--- src/rtl/rfid_rx_pkg.sv ---
package rfid_rx_pkg;

  // Packet and frame index widths.
  localparam int PACKET_W  = 64;
  localparam int BIT_IDX_W = 6;

  // Downlink commands the receiver recognizes.
  typedef enum logic [2:0]
  {
    CMD_QUERY_REP,
    CMD_ACK,
    CMD_QUERY,
    CMD_QUERY_ADJUST,
    CMD_REQ_RN
  } cmd_e;

  // Size class reported with each packet.
  typedef enum logic [1:0]
  {
    OP_SHORT  = 2'd0,
    OP_QUERY  = 2'd1,
    OP_ACCESS = 2'd2
  } op_class_e;

  // Total frame lengths, prefix included.
  localparam logic [BIT_IDX_W-1:0] LEN_QUERY_REP    = BIT_IDX_W'(4);
  localparam logic [BIT_IDX_W-1:0] LEN_ACK          = BIT_IDX_W'(18);
  localparam logic [BIT_IDX_W-1:0] LEN_QUERY        = BIT_IDX_W'(22);
  localparam logic [BIT_IDX_W-1:0] LEN_QUERY_ADJUST = BIT_IDX_W'(9);
  localparam logic [BIT_IDX_W-1:0] LEN_REQ_RN       = BIT_IDX_W'(40);

  // Position of the bit currently on the line.
  typedef struct packed
  {
    logic [BIT_IDX_W-1:0] index; // Zero at the first frame bit.
    logic                 last;  // Bit closes the frame.
  } frame_pos_t;

  function automatic logic [BIT_IDX_W-1:0] cmd_len(input cmd_e cmd);
    case (cmd)
      CMD_QUERY_REP:    return LEN_QUERY_REP;
      CMD_ACK:          return LEN_ACK;
      CMD_QUERY:        return LEN_QUERY;
      CMD_QUERY_ADJUST: return LEN_QUERY_ADJUST;
      CMD_REQ_RN:       return LEN_REQ_RN;
      default:          return LEN_QUERY_REP;
    endcase
  endfunction

  function automatic op_class_e cmd_class(input cmd_e cmd);
    case (cmd)
      CMD_QUERY_REP,
      CMD_ACK:          return OP_SHORT;
      CMD_QUERY,
      CMD_QUERY_ADJUST: return OP_QUERY;
      CMD_REQ_RN:       return OP_ACCESS;
      default:          return OP_SHORT;
    endcase
  endfunction

endpackage

--- src/rtl/rfid_cmd_fsm.sv ---
`timescale 1ns/1ps

module rfid_cmd_fsm
(
  input  logic                    UL_clock,
  input  logic                    reset_n,
  input  logic                    UL_data,
  output rfid_rx_pkg::frame_pos_t pos,
  output logic                    capture,
  output logic                    packet_rdy,
  output rfid_rx_pkg::op_class_e  op_size
);

  import rfid_rx_pkg::*;

  // Prefix tree states, named after the bits seen so far.
  typedef enum logic [3:0]
  {
    ST_ROOT,
    ST_0,
    ST_1,
    ST_10,
    ST_100,
    ST_11,
    ST_110,
    ST_1100,
    ST_11000,
    ST_110000,
    ST_1100000,
    ST_BODY,
    ST_LOCK
  } state_e;

  state_e               state_q;
  state_e               state_d;
  cmd_e                 cmd_q;
  cmd_e                 cmd_d;
  logic                 body_entry;
  logic [BIT_IDX_W-1:0] index_q;
  logic [BIT_IDX_W-1:0] last_idx_q;
  logic                 frame_end;

  assign capture   = (state_q != ST_LOCK); // Silent once locked.
  assign frame_end = (state_q == ST_BODY) && (index_q == last_idx_q);

  assign pos.index = index_q;
  assign pos.last  = frame_end;

  // Walks the prefix one bit per cycle.
  always_comb
  begin
    state_d    = state_q;
    cmd_d      = cmd_q;
    body_entry = 1'b0;
    case (state_q)
      ST_ROOT:
      begin
        state_d = UL_data ? ST_1 : ST_0;
      end
      ST_0:
      begin
        cmd_d      = UL_data ? CMD_ACK : CMD_QUERY_REP;
        state_d    = ST_BODY;
        body_entry = 1'b1;
      end
      ST_1:
      begin
        state_d = UL_data ? ST_11 : ST_10;
      end
      ST_10:
      begin
        state_d = UL_data ? ST_LOCK : ST_100; // 101 is unknown.
      end
      ST_100:
      begin
        cmd_d      = UL_data ? CMD_QUERY_ADJUST : CMD_QUERY;
        state_d    = ST_BODY;
        body_entry = 1'b1;
      end
      ST_11:
      begin
        state_d = UL_data ? ST_LOCK : ST_110;
      end
      ST_110:
      begin
        state_d = UL_data ? ST_LOCK : ST_1100;
      end
      ST_1100:
      begin
        state_d = UL_data ? ST_LOCK : ST_11000;
      end
      ST_11000:
      begin
        state_d = UL_data ? ST_LOCK : ST_110000;
      end
      ST_110000:
      begin
        state_d = UL_data ? ST_LOCK : ST_1100000;
      end
      ST_1100000:
      begin
        // Only 11000001 survives here.
        if (UL_data)
        begin
          cmd_d      = CMD_REQ_RN;
          state_d    = ST_BODY;
          body_entry = 1'b1;
        end
        else
        begin
          state_d = ST_LOCK;
        end
      end
      ST_BODY:
      begin
        if (frame_end)
        begin
          state_d = ST_ROOT; // Next bit starts a new frame.
        end
      end
      ST_LOCK:
      begin
        state_d = ST_LOCK; // Held until reset.
      end
      default:
      begin
        state_d = ST_LOCK;
      end
    endcase
  end

  always_ff @(posedge UL_clock or negedge reset_n)
  begin
    if (!reset_n)
    begin
      state_q <= ST_ROOT;
    end
    else
    begin
      state_q <= state_d;
    end
  end

  // Command and its last bit index, kept for the body.
  always_ff @(posedge UL_clock or negedge reset_n)
  begin
    if (!reset_n)
    begin
      cmd_q      <= CMD_QUERY_REP;
      last_idx_q <= LEN_QUERY_REP - BIT_IDX_W'(1);
    end
    else if (body_entry)
    begin
      cmd_q      <= cmd_d;
      last_idx_q <= cmd_len(cmd_d) - BIT_IDX_W'(1);
    end
  end

  // Shared bit counter.
  always_ff @(posedge UL_clock or negedge reset_n)
  begin
    if (!reset_n)
    begin
      index_q <= '0;
    end
    else if (capture)
    begin
      if (frame_end)
      begin
        index_q <= '0;
      end
      else
      begin
        index_q <= index_q + BIT_IDX_W'(1);
      end
    end
  end

  // Completion pulse and size class, on the last-bit edge.
  always_ff @(posedge UL_clock or negedge reset_n)
  begin
    if (!reset_n)
    begin
      packet_rdy <= 1'b0;
      op_size    <= OP_SHORT;
    end
    else
    begin
      packet_rdy <= frame_end;
      if (frame_end)
      begin
        op_size <= cmd_class(cmd_q);
      end
    end
  end

endmodule

--- src/rtl/rfid_packet_asm.sv ---
`timescale 1ns/1ps

module rfid_packet_asm
(
  input  logic                              UL_clock,
  input  logic                              reset_n,
  input  logic                              UL_data,
  input  rfid_rx_pkg::frame_pos_t           pos,
  input  logic                              capture,
  output logic [rfid_rx_pkg::PACKET_W-1:0]  packet
);

  import rfid_rx_pkg::*;

  logic [PACKET_W-1:0] work_q;
  logic [PACKET_W-1:0] work_d;

  // Current bit lands MSB-first.
  always_comb
  begin
    if (pos.index == '0)
    begin
      work_d = '0; // Fresh frame.
    end
    else
    begin
      work_d = work_q;
    end
    work_d[PACKET_W - 1 - int'(pos.index)] = UL_data;
  end

  always_ff @(posedge UL_clock)
  begin
    if (capture)
    begin
      work_q <= work_d;
    end
  end

  // Published copy, changes only when a frame completes.
  always_ff @(posedge UL_clock or negedge reset_n)
  begin
    if (!reset_n)
    begin
      packet <= '0;
    end
    else if (capture && pos.last)
    begin
      packet <= work_d; // Includes the final bit.
    end
  end

endmodule

--- src/rtl/rfid_receive.sv ---
`timescale 1ns/1ps

module rfid_receive
(
  input  logic                              UL_clock,
  input  logic                              reset_n,
  input  logic                              UL_data,
  output logic [rfid_rx_pkg::PACKET_W-1:0]  packet,
  output logic                              packet_rdy,
  output rfid_rx_pkg::op_class_e            op_size
);

  import rfid_rx_pkg::*;

  frame_pos_t pos;
  logic       capture;

  // Command decode and frame timing.
  rfid_cmd_fsm u_cmd_fsm
  (
    .UL_clock   (UL_clock),
    .reset_n    (reset_n),
    .UL_data    (UL_data),
    .pos        (pos),
    .capture    (capture),
    .packet_rdy (packet_rdy),
    .op_size    (op_size)
  );

  // Bit placement into the packet.
  rfid_packet_asm u_packet_asm
  (
    .UL_clock (UL_clock),
    .reset_n  (reset_n),
    .UL_data  (UL_data),
    .pos      (pos),
    .capture  (capture),
    .packet   (packet)
  );

endmodule

--- config.mk ---
export PLATFORM = sky130hd
export DESIGN_NAME = rfid_receive
export DESIGN_NICKNAME = d
export VERILOG_FILES = /design/src/rtl/rfid_rx_pkg.sv /design/src/rtl/rfid_cmd_fsm.sv /design/src/rtl/rfid_packet_asm.sv /design/src/rtl/rfid_receive.sv
export SDC_FILE = /design/constraint.sdc
export NUM_CORES = 1
export LEC_CHECK = 0
export BUFFER_PORTS_ARGS = -buffer_cell sky130_fd_sc_hd__buf_2
export CAP_MARGIN = 20
export CORE_MARGIN = 8
export CORE_UTILIZATION = 59
export CTS_CLUSTER_DIAMETER = 200
export CTS_CLUSTER_SIZE = 40
export DETAILED_ROUTE_END_ITERATION = 12
export HOLD_SLACK_MARGIN = 0.15
export PLACE_DENSITY = 0.77
export SYNTH_ARGS = -nofsm -noshare
export SYNTH_HDL_FRONTEND = slang
export SYNTH_SLANG_ARGS = --single-unit
--- constraint.sdc ---
create_clock -name UL_clock -period 3 [get_ports UL_clock]
set_input_delay 0.6 -clock UL_clock [delete_from_list [all_inputs] [get_ports UL_clock]]
set_output_delay 0.6 -clock UL_clock [all_outputs]
set_load 0.05 [all_outputs]
==> results.py <==
metrics = {
    "logic_synthesis": {
        "synthFlopType": "dfrtp_1",
        "syn_nets": 584,
        "avgSynthCellArea_um2": 12.5,
        "ys_ff_latch": 150,
        "ys_seq_area_frac": 0.566,
        "synthArstFlopShare": 0.573,
        "synth.distinct_cells": 48,
        "syn_area_um2": 7200,
        "yosys_warnings": 0,
        "synth_edf_count": 64,
        "synth_cells": 578,
    },
    "sta": {
        "setup_viol": 0,
        "fin_crit_ps": 2680,
        "max_freq_mhz": 373,
        "finClkSkew_ps": 13.8,
        "worst_pin_slew_ps": 687,
        "slew_violations": 0,
        "fin_crit_sh": 0.894,
        "rsz0062_at_grt": "false",
        "setup_tns_ps": 0,
        "slew_headroom": 0.538,
        "hold_violations": 0,
    },
    "final_layout": {
        "fin_area_um2": 8160,
        "drive_gt1_frac": 0.295,
        "final_common_cell": "nor2_1",
        "final_cells": 794,
        "syn_to_final_growth_pct": 13.3,
        "n_antenna_cell": 0,
        "fillers": 844,
        "final_nets": 640,
        "layout_common_cells": "nor2_1, dfrtp_1, buf_2, edfxtp_1, a22o_1",
    },
    "global_routing": {
        "grt_pass1_wl_um": 25000,
        "grt-ovfl-total": 0,
        "top_usage_layer": "met2",
        "grt_max_degree": 63,
        "antenna_found_initial": 0,
        "grt_pass1_vias": 4716,
        "grt_use_met3": 0.0499,
        "grt.total_usage": 0.198,
        "met2_usage": 0.299,
        "met1_usage": 0.269,
    },
    "clock_tree": {
        "clock-sinks": 150,
        "cts_hold_buf": 0,
        "clkTransAtPathRegs_ps": 60,
        "root_buffer": "clkbuf_16",
        "cts_setup_buffers": 0,
        "cts_resized": 0,
        "clock_tree.buffer_depth": 2,
        "cts_tree": "yes",
        "cts_buffers": 17,
        "htreeDepth": 4,
        "clkLatencyLatePin_ps": 430,
    },
    "critical_path": {
        "rr_worst_depth": 11,
        "cp_data_arrival_time_ps": 2980,
        "critPathKind": "flip-flop to flip-flop",
        "required_ps": 3300,
        "crit_fanout": 13,
        "cp-start-kind": "flip-flop",
        "end_kind": "flip-flop",
    },
    "floorplan": {
        "design.die.area_um2": 16000,
        "rows": 40,
        "die_x_um": 126,
        "ios": 70,
        "initial_utilization": 0.602,
        "core-area_um2": 12000,
        "fp.dieH_um": 126,
    },
    "detailed_routing": {
        "totalWireLength_um": 15300,
        "drtPass1Iterations": 5,
        "wl_per_cell_um": 19.2,
        "vias_per_cell": 5.91,
        "ant_nets": 0,
        "drt_iter0_markers": 401,
        "drc": 0,
        "vias": 4695,
    },
    "pwr": {
        "p_sw_frac": 0.213,
        "pwr-share-seq": 0.495,
        "power_leakage_nw": 3.61,
        "powerDensity_nw_per_um2": 527,
        "pwr-share-comb": 0.012,
        "p_sw_mw": 0.917,
        "clockPowerShare": 0.493,
        "vdd_ir_drop_max_v": 0.000297,
        "internal_power_mw": 3.38,
    },
    "placed_design": {
        "io_buffers": 69,
        "placed_cell_area_um2": 7560,
        "placed_cells": 762,
        "place.detailed.hpwl_um": 9690,
        "gp_congestion": 0.820,
    },
    "outcome": {
        "status": "complete, no violations",
    },
    "min_path": {
        "hold_class": "input pin to async pin",
    },
    "run": {
        "cap_violations": 0,
    },
}
## worst paths after layout
kind | start | to | slack, ps
min | reset_n | u_packet_asm.packet[45] | 170
max reg2reg | u_cmd_fsm.state_q[2] | u_cmd_fsm.last_idx_q[2] | 320
min in group UL_clock | u_packet_asm.packet[12] | u_packet_asm.packet[12] | 510
max in group asynchronous | reset_n | u_cmd_fsm.last_idx_q[1] | 2150
min reg2reg | u_packet_asm.packet[12] | u_packet_asm.packet[12] | 510
max | u_cmd_fsm.state_q[2] | u_cmd_fsm.last_idx_q[2] | 320
## cells by family (layout without fill, tap and decap cells)
logic type | after synthesis | in the layout | share of synthesized area
multiplexers | 68 | 68 | 0.137
AND/OR/NAND/NOR | 188 | 188 | 0.118
XOR/XNOR | 12 | 12 | 0.0146
buffers and inverters | 58 | 127 | 0.0504
adder cells (fa/ha/maj) | 3 | 3 | 0.00521
AO/OA/AOI/OAI | 99 | 99 | 0.109
flip-flops | 150 | 150 | 0.566
## critical path, stage by stage (launching register included)
cell	delay, ps
dfrtp_1	520
nor4bb_1	560
o21ai_0	200
o211ai_1	190
inv_1	160
xnor2_1	180
nand2b_1	80
ha_1	190
inv_1	80
nand2_1	70
o32ai_1	250
nor3_1	80
## stage by stage
stage	total power, mW	setup WS [ps]	util	hold WS [ps]
final	4.30	318	0.682	165
after global routing	4.41	6.28	0.682	212
after CTS	4.32	333	0.682	173
after detailed placement	2.22	224	0.632	487
after global placement	2.22	382	0.632	487
after floorplan	2.19	324	-	304
## per-layer routing
layer / vias up / wire [µm]
met4: 0 / 223
met1: 2341 / 7050
li1: 2184 / -
met3: 21 / 932
met5: - / 0
met2: 149 / 7050
## registers in the layout, summed over array words and instances (netlist names)
name                  count
u_cmd_fsm.op_size         2
u_packet_asm.work_q      64
u_cmd_fsm.last_idx_q      6
u_cmd_fsm.cmd_q           3
u_cmd_fsm.state_q         4
u_cmd_fsm.packet_rdy      1
u_cmd_fsm.index_q         6
u_packet_asm.packet      64
## cells in the mapped netlist (3+ instances only)
master / number / area, µm²
o21ai_0: 12 / 60.1
mux2_2: 6 / 67.6
edfxtp_1: 64 / 1920
inv_1: 14 / 52.6
nor3b_1: 3 / 22.5
dfrtp_1: 84 / 2100
clkbuf_1: 22 / 82.6
nor2_1: 135 / 507
o211ai_1: 3 / 22.5
a21oi_1: 7 / 35.0
buf_6: 3 / 33.8
ha_1: 3 / 37.5
mux2_4: 60 / 901
a21o_1: 3 / 22.5
or3b_2: 4 / 35.0
buf_12: 6 / 120
or3_1: 4 / 25.0
nand2b_1: 3 / 18.8
xnor2_1: 10 / 87.6
nand2_1: 9 / 33.8
nand3b_1: 7 / 52.6
buf_1: 3 / 11.3
nor3_1: 7 / 35.0
nand3_1: 4 / 20.0
buf_4: 5 / 37.5
a22o_1: 61 / 534
buf_2: 5 / 25.0
## cell type report
class | instances | area, µm² | area share
flip-flops and latches | 150 | 4080 | 0.500
multi-input cells | 370 | 2770 | 0.340
clock buffers | 20 | 478 | 0.0586
repair buffers | 81 | 475 | 0.0583
well taps | 147 | 184 | 0.0226
clock inverters | 12 | 116 | 0.0143
inverters | 14 | 52.6 | 0.00644
## power by group through the flow
stage	clock (mW)	sequential (mW)	combinational [mW]
floorplan	0	2.17	0.0180
global placement	0	2.17	0.0503
detailed placement	0	2.17	0.0522
CTS	2.14	2.13	0.0523
global route	2.22	2.13	0.0588
finish	2.12	2.13	0.0508
Power figures use the tool's default switching activity.
